File: src/design/play_pkg.sv
`default_nettype none

package play_pkg;

    // speed factor 1 to 7, zero behaves as 1
    localparam int SPEED_W = 3;
    typedef logic [SPEED_W-1:0] speed_t;

    // player FSM encoding
    localparam int STATE_W = 2;
    typedef enum logic [STATE_W-1:0] {
        ST_IDLE  = 2'd0,
        ST_PLAY  = 2'd1,
        ST_PAUSE = 2'd2
    } play_state_e;

endpackage

`default_nettype wire

File: src/design/aud_pkg.sv
`default_nettype none

package aud_pkg;

    // audio sample format
    localparam int SAMPLE_W = 16;
    typedef logic signed [SAMPLE_W-1:0] sample_t;

    // external SRAM holds one sample per word
    localparam int ADDR_W = 20;
    typedef logic [ADDR_W-1:0] sram_addr_t;

    // sample buffer between DSP and codec, must be a power of two
    localparam int FIFO_DEPTH = 8;

    // bit clocks in one left or right slot
    localparam int SLOT_BITS = 16;

endpackage

`default_nettype wire
File: src/design/aud_playback_top.sv
`timescale 1ns/1ps
`default_nettype none

module aud_playback_top (
    input  logic                 i_clk,
    input  logic                 i_rst_n,
    input  logic                 i_start,
    input  logic                 i_pause,
    input  logic                 i_stop,
    input  logic                 i_fast,
    input  logic                 i_interpolation,
    input  play_pkg::speed_t     i_speed,
    input  aud_pkg::sample_t     i_sram_data,
    output aud_pkg::sram_addr_t  o_sram_addr,
    input  logic                 i_aud_bclk,
    input  logic                 i_aud_daclrck,
    output logic                 o_aud_dacdat,
    output logic                 o_underrun
);

    logic              smp_valid;     // DSP to FIFO
    logic              smp_ready;
    aud_pkg::sample_t  smp_data;
    logic              rd_valid;      // FIFO to serializer
    logic              rd_ready;
    aud_pkg::sample_t  rd_data;

    play_rate_dsp u_dsp (
        .i_clk           (i_clk),
        .i_rst_n         (i_rst_n),
        .i_start         (i_start),
        .i_pause         (i_pause),
        .i_stop          (i_stop),
        .i_fast          (i_fast),
        .i_interpolation (i_interpolation),
        .i_speed         (i_speed),
        .i_sram_data     (i_sram_data),
        .o_sram_addr     (o_sram_addr),
        .o_smp_valid     (smp_valid),
        .i_smp_ready     (smp_ready),
        .o_smp_data      (smp_data)
    );

    sample_fifo #(
        .DEPTH (aud_pkg::FIFO_DEPTH)
    ) u_fifo (
        .i_clk      (i_clk),
        .i_rst_n    (i_rst_n),
        .i_wr_valid (smp_valid),
        .o_wr_ready (smp_ready),
        .i_wr_data  (smp_data),
        .o_rd_valid (rd_valid),
        .i_rd_ready (rd_ready),
        .o_rd_data  (rd_data)
    );

    dac_serializer u_ser (
        .i_clk         (i_clk),
        .i_rst_n       (i_rst_n),
        .i_aud_bclk    (i_aud_bclk),
        .i_aud_daclrck (i_aud_daclrck),
        .i_rd_valid    (rd_valid),
        .o_rd_ready    (rd_ready),
        .i_rd_data     (rd_data),
        .o_aud_dacdat  (o_aud_dacdat),
        .o_underrun    (o_underrun)
    );

endmodule

`default_nettype wire

File: src/design/dac_serializer.sv
`timescale 1ns/1ps
`default_nettype none

module dac_serializer (
    input  logic              i_clk,
    input  logic              i_rst_n,
    input  logic              i_aud_bclk,     // from codec master
    input  logic              i_aud_daclrck,  // low for left slot
    input  logic              i_rd_valid,
    output logic              o_rd_ready,
    input  aud_pkg::sample_t  i_rd_data,
    output logic              o_aud_dacdat,
    output logic              o_underrun
);

    localparam int CNT_W = $clog2(aud_pkg::SLOT_BITS + 1);

    logic [2:0]         bclk_q;       // two sync stages plus history
    logic [2:0]         lrck_q;
    logic               bclk_fall;
    logic               lrck_fall;
    logic               lrck_rise;
    aud_pkg::sample_t   frame_word;
    aud_pkg::sample_t   word_r;       // word of the current frame
    aud_pkg::sample_t   shift_r;
    logic [CNT_W-1:0]   bits_r;       // bits still to send in this slot
    logic               dacdat_r;
    logic               underrun_r;

    assign bclk_fall = bclk_q[2] && !bclk_q[1];
    assign lrck_fall = lrck_q[2] && !lrck_q[1];
    assign lrck_rise = !lrck_q[2] && lrck_q[1];

    // one pop per frame, at the start of the left slot
    assign o_rd_ready = lrck_fall;
    assign frame_word = i_rd_valid ? i_rd_data : '0;

    assign o_aud_dacdat = dacdat_r;
    assign o_underrun   = underrun_r;

    always_ff @(posedge i_clk or negedge i_rst_n) begin
        if (!i_rst_n) begin
            bclk_q     <= '0;
            lrck_q     <= '0;
            bits_r     <= '0;
            dacdat_r   <= 1'b0;
            underrun_r <= 1'b0;
        end else begin
            bclk_q     <= {bclk_q[1:0], i_aud_bclk};
            lrck_q     <= {lrck_q[1:0], i_aud_daclrck};
            underrun_r <= lrck_fall && !i_rd_valid;

            // the last bit of a slot goes out on the lrck edge itself
            if (bclk_fall) begin
                dacdat_r <= (bits_r != '0) && shift_r[aud_pkg::SAMPLE_W-1];
            end

            if (lrck_fall || lrck_rise) begin
                bits_r <= CNT_W'(aud_pkg::SLOT_BITS);
            end else if (bclk_fall && (bits_r != '0)) begin
                bits_r <= bits_r - 1'b1;
            end
        end
    end

    always_ff @(posedge i_clk) begin
        if (lrck_fall) begin
            word_r  <= frame_word;
            shift_r <= frame_word;
        end else if (lrck_rise) begin
            shift_r <= word_r;          // right slot repeats the left word
        end else if (bclk_fall && (bits_r != '0)) begin
            shift_r <= {shift_r[aud_pkg::SAMPLE_W-2:0], 1'b0};
        end
    end

endmodule

`default_nettype wire

File: src/design/sample_fifo.sv
`timescale 1ns/1ps
`default_nettype none

module sample_fifo #(
    parameter int DEPTH = aud_pkg::FIFO_DEPTH
) (
    input  logic              i_clk,
    input  logic              i_rst_n,
    input  logic              i_wr_valid,
    output logic              o_wr_ready,
    input  aud_pkg::sample_t  i_wr_data,
    output logic              o_rd_valid,
    input  logic              i_rd_ready,
    output aud_pkg::sample_t  o_rd_data
);

    localparam int AW = $clog2(DEPTH);

    aud_pkg::sample_t mem [DEPTH];
    logic [AW:0]      wr_ptr;         // extra bit tells full from empty
    logic [AW:0]      rd_ptr;
    logic             wr_en;
    logic             rd_en;
    logic             full;
    logic             empty;

    assign empty = (wr_ptr == rd_ptr);
    assign full  = (wr_ptr[AW] != rd_ptr[AW]) && (wr_ptr[AW-1:0] == rd_ptr[AW-1:0]);

    assign o_wr_ready = !full;
    assign o_rd_valid = !empty;
    assign wr_en      = i_wr_valid && o_wr_ready;
    assign rd_en      = o_rd_valid && i_rd_ready;

    assign o_rd_data = mem[rd_ptr[AW-1:0]];   // head word, valid when not empty

    always_ff @(posedge i_clk) begin
        if (wr_en) begin
            mem[wr_ptr[AW-1:0]] <= i_wr_data;
        end
    end

    always_ff @(posedge i_clk or negedge i_rst_n) begin
        if (!i_rst_n) begin
            wr_ptr <= '0;
            rd_ptr <= '0;
        end else begin
            if (wr_en) begin
                wr_ptr <= wr_ptr + 1'b1;
            end
            if (rd_en) begin
                rd_ptr <= rd_ptr + 1'b1;
            end
        end
    end

endmodule

`default_nettype wire

File: src/design/play_rate_dsp.sv
`timescale 1ns/1ps
`default_nettype none

module play_rate_dsp (
    input  logic                 i_clk,
    input  logic                 i_rst_n,
    input  logic                 i_start,
    input  logic                 i_pause,
    input  logic                 i_stop,
    input  logic                 i_fast,          // 1 skips samples, 0 stretches
    input  logic                 i_interpolation, // 1 for linear in slow mode
    input  play_pkg::speed_t     i_speed,
    input  aud_pkg::sample_t     i_sram_data,     // async read of o_sram_addr
    output aud_pkg::sram_addr_t  o_sram_addr,
    output logic                 o_smp_valid,
    input  logic                 i_smp_ready,
    output aud_pkg::sample_t     o_smp_data
);

    play_pkg::play_state_e state_r, state_w;
    aud_pkg::sram_addr_t   addr_r, addr_w;   // next source word
    play_pkg::speed_t      cnt_r, cnt_w;     // slow mode phase
    aud_pkg::sample_t      cur_r, cur_w;     // current source sample
    aud_pkg::sample_t      out_r, out_w;     // sample offered to the FIFO

    play_pkg::speed_t      speed_eff;
    play_pkg::speed_t      cnt_inc;
    logic                  xfer;
    logic signed [aud_pkg::SAMPLE_W:0]   diff;
    logic signed [aud_pkg::SAMPLE_W+3:0] scaled;
    aud_pkg::sample_t      lerp;

    assign speed_eff = (i_speed == '0) ? play_pkg::speed_t'(1) : i_speed;
    assign cnt_inc   = cnt_r + play_pkg::speed_t'(1);
    assign xfer      = o_smp_valid && i_smp_ready;

    // linear step toward the next source word, truncates toward zero
    assign diff   = i_sram_data - cur_r;
    assign scaled = diff * $signed({1'b0, cnt_inc}) / $signed({1'b0, speed_eff});
    assign lerp   = aud_pkg::sample_t'(cur_r + scaled);

    assign o_sram_addr = addr_r;
    assign o_smp_valid = (state_r == play_pkg::ST_PLAY);
    assign o_smp_data  = out_r;

    always_comb begin
        state_w = state_r;
        addr_w  = addr_r;
        cnt_w   = cnt_r;
        cur_w   = cur_r;
        out_w   = out_r;

        case (state_r)
            play_pkg::ST_IDLE: begin
                if (i_start) begin                  // address is 0 here
                    cur_w   = i_sram_data;
                    out_w   = i_sram_data;
                    cnt_w   = '0;
                    addr_w  = i_fast ? aud_pkg::sram_addr_t'(speed_eff)
                                     : aud_pkg::sram_addr_t'(1);
                    state_w = play_pkg::ST_PLAY;
                end
            end
            play_pkg::ST_PLAY: begin
                if (xfer) begin
                    if (i_fast) begin
                        cur_w  = i_sram_data;
                        out_w  = i_sram_data;
                        cnt_w  = '0;
                        addr_w = addr_r + aud_pkg::sram_addr_t'(speed_eff);
                    end else if (cnt_inc >= speed_eff) begin
                        // phase wraps, move on to the next source word
                        cnt_w  = '0;
                        cur_w  = i_sram_data;
                        out_w  = i_sram_data;
                        addr_w = addr_r + aud_pkg::sram_addr_t'(1);
                    end else begin
                        cnt_w = cnt_inc;
                        out_w = i_interpolation ? lerp : cur_r;
                    end
                end
                if (i_stop) begin
                    state_w = play_pkg::ST_IDLE;
                    addr_w  = '0;
                    cnt_w   = '0;
                end else if (i_pause) begin
                    state_w = play_pkg::ST_PAUSE;
                end
            end
            play_pkg::ST_PAUSE: begin
                if (i_stop) begin
                    state_w = play_pkg::ST_IDLE;
                    addr_w  = '0;
                    cnt_w   = '0;
                end else if (!i_pause) begin
                    state_w = play_pkg::ST_PLAY;    // resumes with the held sample
                end
            end
            default: begin
                state_w = play_pkg::ST_IDLE;
            end
        endcase
    end

    always_ff @(posedge i_clk or negedge i_rst_n) begin
        if (!i_rst_n) begin
            state_r <= play_pkg::ST_IDLE;
            addr_r  <= '0;
            cnt_r   <= '0;
        end else begin
            state_r <= state_w;
            addr_r  <= addr_w;
            cnt_r   <= cnt_w;
        end
    end

    always_ff @(posedge i_clk) begin
        cur_r <= cur_w;
        out_r <= out_w;
    end

endmodule

`default_nettype wire

File: config.mk
export PLATFORM = sky130hd
export DESIGN_NAME = aud_playback_top
export DESIGN_NICKNAME = d
export VERILOG_FILES = /design/src/design/play_pkg.sv /design/src/design/aud_pkg.sv /design/src/design/aud_playback_top.sv /design/src/design/dac_serializer.sv /design/src/design/sample_fifo.sv /design/src/design/play_rate_dsp.sv
export SDC_FILE = /design/constraint.sdc
export NUM_CORES = 1
export LEC_CHECK = 0
export BUFFER_PORTS_ARGS = -buffer_cell sky130_fd_sc_hd__buf_2
export CORE_AREA = 8 8 172 255
export CTS_BUF_LIST = sky130_fd_sc_hd__clkbuf_2 sky130_fd_sc_hd__clkbuf_4 sky130_fd_sc_hd__clkbuf_8
export CTS_CLUSTER_SIZE = 25
export DETAILED_ROUTE_END_ITERATION = 16
export DIE_AREA = 0 0 180 263
export PLACE_DENSITY = 0.71
export SYNTH_ARGS = -nofsm -noshare
export SYNTH_HDL_FRONTEND = slang
export SYNTH_SLANG_ARGS = --single-unit
File: constraint.sdc
create_clock -name i_clk -period 116.2 [get_ports i_clk]
set_clock_uncertainty 0.05 [all_clocks]
set_input_delay 23.24 -clock i_clk [delete_from_list [all_inputs] [get_ports i_clk]]
set_output_delay 23.24 -clock i_clk [all_outputs]
set_load 0.03 [all_outputs]
==> reports/qor.csv, run 1 <==
metric,value,unit
status,"finished, final reports clean",
final_layout_size_suffix_gt1_frac,0.102,
grt_antenna_before_repair,1,
worst_flop_to_flop_path_endpoint,u_dsp.o_smp_data[15]$_DFFE_PP_,
timing.rr.start,u_dsp.cur_r[1]$_DFFE_PP_,
wl_per_cell,18.9,um
first_global_vias,18200,
detailedRoute.firstIterationViolations,1082,
layout_commonest_cell,sky130_fd_sc_hd__nor2_1,
synth_mux_area_frac,0.0771,
setup_viol_count_final,0,
final.period_utilization,0.669,
initial_utilization,0.546,
hp-class,flop to flop,
first_pass_grt_wire_length,89.7,mm
critPathMaxStageDelay,0.87,ns
commonest_cells_after_routing_fill_and_taps_aside,"218 x sky130_fd_sc_hd__nor2_1, 192 x sky130_fd_sc_hd__edfxtp_1, 186 x sky130_fd_sc_hd__nand2_1, 144 x sky130_fd_sc_hd__ha_1, 141 x sky130_fd_sc_hd__o21ai_0",
post_detailed_route_via_to_cell_ratio,6.32,
path_clk_slew,0.09,ns
fmax,12.9,MHz
pin_count_of_the_biggest_net_entering_global_routing,53,
post_cts_resized,0,
die-area,47300,um^2
synth_top_family_by_area,simple AND/OR/NAND/NOR gates,
synthesis.instances,2383,
final_area,23200,um^2
timing.critical_path.required,116.45,ns
gr-usage-all-layers,0.224,
clk_path_buf_depth,3,
filler_cell_count,3510,
crit_path_max_fanout,42,
critical-path-slowest-cell,sky130_fd_sc_hd__nor4b_1,
period_minus_slack,77.79,ns
final_antenna_net_count,0,
area.sequential,6920,um^2
clock-sinks,238,
worst-endpoint-arrival,78.04,ns
globalRoute.totalOverflow,0,
cp_num_cells,220,
nets_final,2592,
synth-xor-area-share,0.0506,
design.core.area,40000,um^2
ctsRootBufferMaster,sky130_fd_sc_hd__clkbuf_8,
post-route-drc-count,0,
r2r_slack,60.68,ns
fin_tns_setup,0,ns
routed-via-count,18500,
timing.max_slew.rel_slack,0.292,
crit_family,simple AND/OR/NAND/NOR gates,
synth.distinct_cells,111,
fp-row-count,90,
worstPathBufferInverterCount,7,
routabilityCongestion,0.918,
postSynth.asyncResetShare,0.193,
cap_viol_max_count,0,
placedInstanceArea,22600,um^2
synth_edf_count,192,
wirelength,55.2,mm
multi_input_combinational_cell_area,14200,um^2
postSynth.topFlopCell,sky130_fd_sc_hd__edfxtp_1,
timing.critical_path.to_type,flop,
dr.pass1.iters,5,
startpoint_types,input pin,
ports_placed_on_the_boundary,50,
synth_seq_area_share,0.317,
chipHeight,263,um
cts_post_setup_buffers_inserted,0,
final_max_tran_viols,0,
synth_simple_gate_area_frac,0.217,
worst-slew-pin-transition,1.06,ns
syn_to_final_growth,6.12,%
rsz0062_at_grt,no,
syn_area,21800,um^2
cts_inserted_buffers,28,
startpoint,i_sram_data[1],
tritoncts,yes,
depth_of_the_cts_h_tree,1,
post_cts_hold_buffer_count,0,
yosys.area_share.adder,0.101,
timing_hold_violations_final,0,
postSynthRegisterBits,238,
critPathKind,input pin to flop,
worstRegToRegCells,220,
synth_compound_area_frac,0.201,
critical_path_s_most_frequent_cell,sky130_fd_sc_hd__ha_1,
syn_avg_cell_area,9.16,um^2
crit_end,u_dsp.o_smp_data[15]$_DFFE_PP_,
dpl.hpwl,43.6,mm
final_core_area_utilization,0.579,
synth_nets,2575,
ys.warnings.count,0,
die_x,180,um
clock_insertion_delay_worst_skew,0.56,ns
port_buffers,49,
-- cell usage after synthesis, types with 17 or more instances --
cell | instances | area share
sky130_fd_sc_hd__dfrtp_1 | 46 | 0.053
sky130_fd_sc_hd__nor2b_1 | 27 | 0.0077
sky130_fd_sc_hd__a211oi_1 | 30 | 0.010
sky130_fd_sc_hd__and3_1 | 30 | 0.0086
sky130_fd_sc_hd__or3_1 | 30 | 0.0086
sky130_fd_sc_hd__mux4_2 | 32 | 0.033
sky130_fd_sc_hd__edfxtp_1 | 192 | 0.26
sky130_fd_sc_hd__nand4_1 | 31 | 0.0089
sky130_fd_sc_hd__buf_2 | 17 | 0.0039
sky130_fd_sc_hd__mux2i_1 | 74 | 0.034
sky130_fd_sc_hd__nand3_1 | 54 | 0.012
sky130_fd_sc_hd__o21ai_0 | 141 | 0.032
sky130_fd_sc_hd__mux2_2 | 17 | 0.0088
sky130_fd_sc_hd__xnor2_1 | 75 | 0.030
sky130_fd_sc_hd__xor2_1 | 51 | 0.020
sky130_fd_sc_hd__nand2b_1 | 56 | 0.016
sky130_fd_sc_hd__a21oi_1 | 105 | 0.024
sky130_fd_sc_hd__o211ai_1 | 30 | 0.010
sky130_fd_sc_hd__fa_1 | 20 | 0.018
sky130_fd_sc_hd__nor2_1 | 219 | 0.038
sky130_fd_sc_hd__inv_1 | 126 | 0.022
sky130_fd_sc_hd__a21o_1 | 50 | 0.017
sky130_fd_sc_hd__nand2_1 | 186 | 0.032
sky130_fd_sc_hd__ha_1 | 144 | 0.083
sky130_fd_sc_hd__clkbuf_1 | 50 | 0.0086
sky130_fd_sc_hd__and2_1 | 52 | 0.015
sky130_fd_sc_hd__o21a_1 | 33 | 0.011
sky130_fd_sc_hd__a31oi_1 | 22 | 0.0063
sky130_fd_sc_hd__nor3_1 | 85 | 0.019
sky130_fd_sc_hd__or2_2 | 22 | 0.0063
-- worst reg2reg max path: cells and delay by family (launching register included) --
kind | cells | cell delay (ns)
compound gates | 99 | 20.36
xor+xnor | 2 | 0.56
fa+ha+maj | 26 | 8.16
buf+inv | 7 | 0.87
flops | 1 | 0.50
mux | 9 | 2.71
simple gates | 77 | 22.08
-- per-stage QoR --
step                      setup WS [ns]  instances  hold WS (ns)
after floorplan                   45.95       2383         0.281
final                             38.41       2926         0.301
after CTS                         38.94       2925         0.304
after global routing              33.89       2926         0.322
after global placement            40.74       2876         0.284
after detailed placement          38.60       2876         0.287
-- worst min path at each step --
stage / end / start / depth (start not counted)
finish: u_ser.bclk_q[1]$_DFF_PN0_ / u_ser.bclk_q[0]$_DFF_PN0_ / 0
floorplan: u_ser.bclk_q[1]$_DFF_PN0_ / u_ser.bclk_q[0]$_DFF_PN0_ / 0
global placement: u_ser.bclk_q[1]$_DFF_PN0_ / u_ser.bclk_q[0]$_DFF_PN0_ / 0
CTS: u_ser.bclk_q[1]$_DFF_PN0_ / u_ser.bclk_q[0]$_DFF_PN0_ / 0
global route: u_ser.bclk_q[1]$_DFF_PN0_ / u_ser.bclk_q[0]$_DFF_PN0_ / 0
detailed placement: u_ser.bclk_q[1]$_DFF_PN0_ / u_ser.bclk_q[0]$_DFF_PN0_ / 0
-- registers in the layout (all words and copies together) (netlist names), 4 cells and up --
signal	count
u_dsp.o_sram_addr	20
u_fifo.mem	128
u_fifo.wr_ptr	4
u_ser.shift_r	16
u_dsp.cur_r	16
u_dsp.o_smp_data	16
u_ser.bits_r	5
u_ser.word_r	16
u_fifo.rd_ptr	4
-- area by class of cell --
| type | count | share of cell area |
|---|---|---|
| Clock buffer | 38 | 0.0202 |
| Timing Repair Buffer | 66 | 0.0161 |
| Tap cell | 506 | 0.0273 |
| Clock inverter | 11 | 0.00416 |
| Multi-Input combinational cell | 1940 | 0.613 |
| Inverter | 126 | 0.0204 |
| Antenna cell | 1 | 0.000108 |
| Sequential cell | 238 | 0.299 |
-- kinds of logic after synthesis --
family                   after synthesis
AND/OR/NAND/NOR                      899
AO/OA/AOI/OAI                        626
flip-flops                           238
buffers and inverters                205
adder cells (fa/ha/maj)              164
XOR/XNOR                             126
multiplexers                         125
-- layer usage --
layer / vias to the layer above / track usage / part of all wire / wire length (um)
li1: 8993 / - / - / -
met1: 8950 / 0.241 / 0.39 / 21700
met2: 419 / 0.451 / 0.55 / 30400
met3: 120 / 0.0101 / 0.023 / 1290
met4: 0 / 0.0836 / 0.033 / 1800
met5: - / 0 / 0 / 0
Power of run 1 is not shown: default switching activity piles up to over one toggle a cycle in this logic, so the estimate is an artifact.
==> run 2: changes to the inputs <==
PLACE_DENSITY = 0.74   (was 0.71)
clock period = 68.4 ns   (was 116.2 ns; I/O delays follow)
==> run 2 against run 1 <==
Compared with the run above:
- non-clock buffer count is 8 higher
- hold slack better by 0.013 ns
- global-route usage increased by 0.41 points
- first-iteration DRC count grew 4.6%
- cell area grew 1.1%
- via count rose by 1.3%
- setup slack got worse by 35 ns
- critical path depth up 7
- critical endpoint unchanged
- die area did not move
==> reports/qor.csv, run 2 (synthesis results as in run 1) <==
metric,value,unit,change
wl_per_cell,19.2,um,was 18.9 um
timing.max_slew.rel_slack,0.297,,was 0.292
clk_path_buf_depth,3,,unchanged
grt_antenna_before_repair,2,,was 1
filler_cell_count,3385,,was 3510
cap_viol_max_count,0,,unchanged
hp-class,flop to flop,,unchanged
ctsRootBufferMaster,sky130_fd_sc_hd__clkbuf_8,,unchanged
timing.critical_path.to_type,flop,,unchanged
post-route-drc-count,0,,unchanged
globalRoute.totalOverflow,0,,unchanged
depth_of_the_cts_h_tree,1,,unchanged
wirelength,56.3,mm,was 55.2 mm
commonest_cells_after_routing_fill_and_taps_aside,"217 x sky130_fd_sc_hd__nor2_1, 192 x sky130_fd_sc_hd__edfxtp_1, 186 x sky130_fd_sc_hd__nand2_1, 144 x sky130_fd_sc_hd__ha_1, 141 x sky130_fd_sc_hd__o21ai_0",,"was 218 x sky130_fd_sc_hd__nor2_1, 192 x sky130_fd_sc_hd__edfxtp_1, 186 x sky130_fd_sc_hd__nand2_1, 144 x sky130_fd_sc_hd__ha_1, 141 x sky130_fd_sc_hd__o21ai_0"
first_pass_grt_wire_length,90.6,mm,was 89.7 mm
timing.critical_path.required,68.64,ns,was 116.45 ns
final_antenna_net_count,0,,unchanged
critPathKind,input pin to flop,,unchanged
startpoint_types,input pin,,unchanged
area.sequential,6920,um^2,about the same
path_clk_slew,0.08,ns,was 0.09 ns
worst-slew-pin-transition,1.05,ns,was 1.06 ns
gr-usage-all-layers,0.228,,was 0.224
clock-sinks,238,,unchanged
setup_viol_count_final,0,,unchanged
initial_utilization,0.546,,unchanged
die_x,180,um,unchanged
tritoncts,yes,,unchanged
timing_hold_violations_final,0,,unchanged
final_layout_size_suffix_gt1_frac,0.113,,was 0.102
period_minus_slack,64.78,ns,
routabilityCongestion,0.926,,was 0.918
dr.pass1.iters,5,,unchanged
fp-row-count,90,,unchanged
cts_inserted_buffers,28,,unchanged
fmax,15.4,MHz,
clock_insertion_delay_worst_skew,0.56,ns,about the same
design.core.area,40000,um^2,unchanged
largest_register_ffs,128,,unchanged
critical_path_s_most_frequent_cell,sky130_fd_sc_hd__ha_1,,unchanged
pin_count_of_the_biggest_net_entering_global_routing,53,,unchanged
dpl.hpwl,43.9,mm,was 43.6 mm
nets_final,2600,,was 2592
multi_input_combinational_cell_area,14300,um^2,was 14200 um^2
status,"finished, final reports clean",,unchanged
final_max_tran_viols,0,,unchanged
worst-endpoint-arrival,65.02,ns,was 78.04 ns
layout_commonest_cell,sky130_fd_sc_hd__nor2_1,,unchanged
post_detailed_route_via_to_cell_ratio,6.37,,was 6.32
die-area,47300,um^2,unchanged
final_core_area_utilization,0.586,,was 0.579
syn_to_final_growth,7.29,%,was 6.12%
port_buffers,49,,unchanged
finalNonFillerCells,2939,,was 2926
routed-via-count,18700,,was 18500
ports_placed_on_the_boundary,50,,unchanged
first_global_vias,18300,,was 18200
chipHeight,263,um,unchanged
final.period_utilization,0.947,,
critPathMaxStageDelay,0.67,ns,was 0.87 ns
detailedRoute.firstIterationViolations,1132,,was 1082
crit_path_max_fanout,42,,unchanged
fin_tns_setup,0,ns,unchanged
critical-path-slowest-cell,sky130_fd_sc_hd__or4b_1,,was sky130_fd_sc_hd__nor4b_1
dp_cells,2875,,was 2876
==> run 2: cell count changes in the layout (fill, tap and decap cells not counted), sizes merged <==
cell      before  now
buf           66   74
bufinv         2    5
clkbuf        38   32
clkinv         9   14
clkinvlp       0    1
diode          1    3
==> run 2: per-stage QoR <==
step | area [um^2] | hold slack [ns] | worst slack (ns)
after global routing | 23400 | 0.323 | -0.0705
after detailed placement | 22600 | 0.286 | 0.910
after CTS | 23200 | 0.316 | 1.30
after floorplan | 21800 | 0.281 | 7.71
final | 23400 | 0.314 | 3.62
after global placement | 22600 | 0.291 | 3.12
==> run 2: worst paths after layout <==
| kind | startpoint | end | slack, ns | cells past startpoint |
|---|---|---|---|---|
| hold / removal | u_ser.bclk_q[0]$_DFF_PN0_ | u_ser.bclk_q[1]$_DFF_PN0_ | 0.31 | 0 |
| setup / recovery | i_sram_data[1] | u_dsp.o_smp_data[15]$_DFFE_PP_ | 3.62 | 227 |
| min in group asynchronous | i_rst_n | u_dsp.o_sram_addr[0]$_DFFE_PN0P_ | 13.23 | 1 |
| setup reg to reg | u_dsp.cur_r[1]$_DFFE_PP_ | u_dsp.o_smp_data[15]$_DFFE_PP_ | 16.29 | 227 |
| hold reg to reg | u_ser.bclk_q[0]$_DFF_PN0_ | u_ser.bclk_q[1]$_DFF_PN0_ | 0.31 | 0 |
| max in group asynchronous | i_rst_n | u_fifo.rd_ptr[0]$_DFFE_PN0P_ | 54.36 | 1 |
==> run 2: what timing repair did <==
item	CTS	global route
endpoints found under the setup margin	0	14
gates resized for setup	0	21
hold buffers	0	0
setup buffers	0	9
hold endpoints to repair	0	0
==> run 2: routing by layer <==
layer | wire (um) | GRT usage | vias up | share of wire
li1 | - | - | 9028 | -
met1 | 21400 | 0.241 | 8990 | 0.38
met2 | 30600 | 0.451 | 554 | 0.54
met3 | 1960 | 0.0145 | 153 | 0.035
met4 | 2300 | 0.106 | 0 | 0.041
met5 | 0 | 0 | - | 0
==> run 2: layout make-up <==
class | count | area share
antenna | 3 | 0.000321
clock buffer | 32 | 0.0180
clock inverter | 20 | 0.00999
inverter | 126 | 0.0202
multi-input combinational | 1940 | 0.610
sequential | 238 | 0.296
tap | 506 | 0.0270
timing repair buffer | 74 | 0.0187
==> run 2: critical path, delay by kind of cell <==
| kind | cells | cell delay (ns) |
|---|---|---|
| buf+inv | 10 | 1.32 |
| xor+xnor | 2 | 0.56 |
| compound gates | 100 | 19.76 |
| fa+ha+maj | 26 | 8.06 |
| mux | 9 | 2.45 |
| simple gates | 80 | 19.04 |
Power of run 2 is left out for the same reason.
==> run 3: changes to the inputs <==
MAX_ROUTING_LAYER = met4   (was not set)
==> run 3 against run 2 <==
Compared with the run above:
- hold slack better by 0.014 ns
- global-route usage is 0.94 points higher
- setup slack better by 0.22 ns
- cell count increased by 0.31%
- highest routed layer unchanged
==> reports/qor.csv, run 3 (synthesis results as in run 1) <==
metric,value,unit,change
status,"finished, final reports clean",,unchanged
timing.critical_path.required,68.66,ns,was 68.64 ns
ctsRootBufferMaster,sky130_fd_sc_hd__clkbuf_8,,unchanged
port_buffers,49,,unchanged
wirelength,56.6,mm,was 56.3 mm
syn_to_final_growth,7.52,%,was 7.29%
gr-usage-all-layers,0.238,,was 0.228
nets_final,2609,,was 2600
fmax,15.5,MHz,was 15.4 MHz
cts_inserted_buffers,28,,unchanged
ports_placed_on_the_boundary,50,,unchanged
fin_tns_setup,0,ns,unchanged
grt_antenna_before_repair,2,,unchanged
dr.pass1.iters,6,,was 5
met1_length,21.6,mm,was 21.4 mm
routed-via-count,18700,,about the same
critPathKind,input pin to flop,,unchanged
dpl.hpwl,44.6,mm,was 43.9 mm
die-area,47300,um^2,unchanged
met3_length,1.63,mm,was 1.96 mm
critical-path-slowest-cell,sky130_fd_sc_hd__or4b_1,,unchanged
clk_path_buf_depth,3,,unchanged
worst-slew-pin-transition,1.08,ns,was 1.05 ns
fp-row-count,90,,unchanged
worst-endpoint-arrival,64.82,ns,was 65.02 ns
post-route-drc-count,0,,unchanged
hp-class,flop to flop,,unchanged
first_pass_grt_wire_length,92.1,mm,was 90.6 mm
routabilityCongestion,0.936,,was 0.926
pin_count_of_the_biggest_net_entering_global_routing,53,,unchanged
largest_register_ffs,128,,unchanged
critPathMaxStageDelay,0.66,ns,was 0.67 ns
final_layout_size_suffix_gt1_frac,0.116,,was 0.113
clock-sinks,238,,unchanged
final_max_tran_viols,0,,unchanged
first_global_vias,18800,,was 18300
globalRoute.totalOverflow,0,,unchanged
design.core.area,40000,um^2,unchanged
period_minus_slack,64.56,ns,was 64.78 ns
commonest_cells_after_routing_fill_and_taps_aside,"217 x sky130_fd_sc_hd__nor2_1, 192 x sky130_fd_sc_hd__edfxtp_1, 186 x sky130_fd_sc_hd__nand2_1, 144 x sky130_fd_sc_hd__ha_1, 141 x sky130_fd_sc_hd__o21ai_0",,unchanged
timing.max_slew.rel_slack,0.282,,was 0.297
filler_cell_count,3430,,was 3385
detailedRoute.firstIterationViolations,980,,was 1132
area.sequential,6920,um^2,unchanged
final.period_utilization,0.944,,was 0.947
timing_hold_violations_final,0,,unchanged
setup_viol_count_final,0,,unchanged
path_clk_slew,0.08,ns,about the same
post_detailed_route_via_to_cell_ratio,6.34,,was 6.37
multi_input_combinational_cell_area,14300,um^2,about the same
final_antenna_net_count,0,,unchanged
chipHeight,263,um,unchanged
layout_commonest_cell,sky130_fd_sc_hd__nor2_1,,unchanged
wl_per_cell,19.2,um,about the same
depth_of_the_cts_h_tree,1,,unchanged
critical_path_s_most_frequent_cell,sky130_fd_sc_hd__ha_1,,unchanged
route.top_layer_used,met4,,unchanged
initial_utilization,0.546,,unchanged
clock_insertion_delay_worst_skew,0.57,ns,was 0.56 ns
timing.critical_path.to_type,flop,,unchanged
cap_viol_max_count,0,,unchanged
die_x,180,um,unchanged
crit_path_max_fanout,42,,unchanged
routed-wl-met2,31.0,mm,was 30.6 mm
tritoncts,yes,,unchanged
startpoint_types,input pin,,unchanged
-- run 3: through the flow --
step | utilization | std cells | hold WS (ns) | area [um^2] | setup slack [ns]
after floorplan | - | 2383 | 0.281 | 21800 | 7.71
after global placement | 0.565 | 2875 | 0.292 | 22600 | 3.12
after detailed placement | 0.565 | 2875 | 0.299 | 22600 | 0.716
after CTS | 0.581 | 2927 | 0.329 | 23200 | 1.06
after global routing | 0.587 | 2947 | 0.337 | 23500 | -0.118
final | 0.587 | 2948 | 0.328 | 23500 | 3.84
-- run 3: final timing paths --
check,from,end,slack [ns],cells past startpoint
worst max-delay path,i_sram_data[1],u_dsp.o_smp_data[15]$_DFFE_PP_,3.84,228
worst min-delay path,u_ser.bclk_q[0]$_DFF_PN0_,u_ser.bclk_q[1]$_DFF_PN0_,0.33,0
worst max register to register,u_dsp.cur_r[1]$_DFFE_PP_,u_dsp.o_smp_data[15]$_DFFE_PP_,16.49,228
worst min register to register,u_ser.bclk_q[0]$_DFF_PN0_,u_ser.bclk_q[1]$_DFF_PN0_,0.33,0
max in group asynchronous,i_rst_n,u_fifo.rd_ptr[1]$_DFFE_PN0P_,54.41,1
min in group asynchronous,i_rst_n,u_dsp.o_sram_addr[17]$_DFFE_PN0P_,13.21,1
-- run 3: cell type report --
class / instances / area share
inverters: 126 / 0.0202
flip-flops and latches: 238 / 0.295
clock buffers: 38 / 0.0204
multi-input cells: 1940 / 0.610
diodes: 3 / 0.000320
clock inverters: 14 / 0.00608
repair buffers: 83 / 0.0215
well taps: 506 / 0.0270
-- run 3: metal layers --
| layer | vias to the layer above | global-route usage |
|---|---|---|
| li1 | 9030 | - |
| met1 | 9064 | 0.242 |
| met5 | - | - |
| met2 | 454 | 0.460 |
| met3 | 152 | 0.0132 |
| met4 | 0 | 0.108 |
-- run 3: timing repair --
action,in CTS,in global routing
resized for setup,0,23
endpoints found under the hold margin,0,0
buffers inserted,0,18
hold buffers,0,0
endpoints found under the setup margin,0,15
-- run 3: critical path, delay by kind of cell --
| kind | cells | cell delay [ns] |
|---|---|---|
| compound gates | 101 | 19.82 |
| xor+xnor | 2 | 0.54 |
| fa+ha+maj | 26 | 8.06 |
| buf+inv | 9 | 1.19 |
| mux | 9 | 2.62 |
| simple gates | 81 | 18.80 |
Power of run 3 is left out for the same reason.
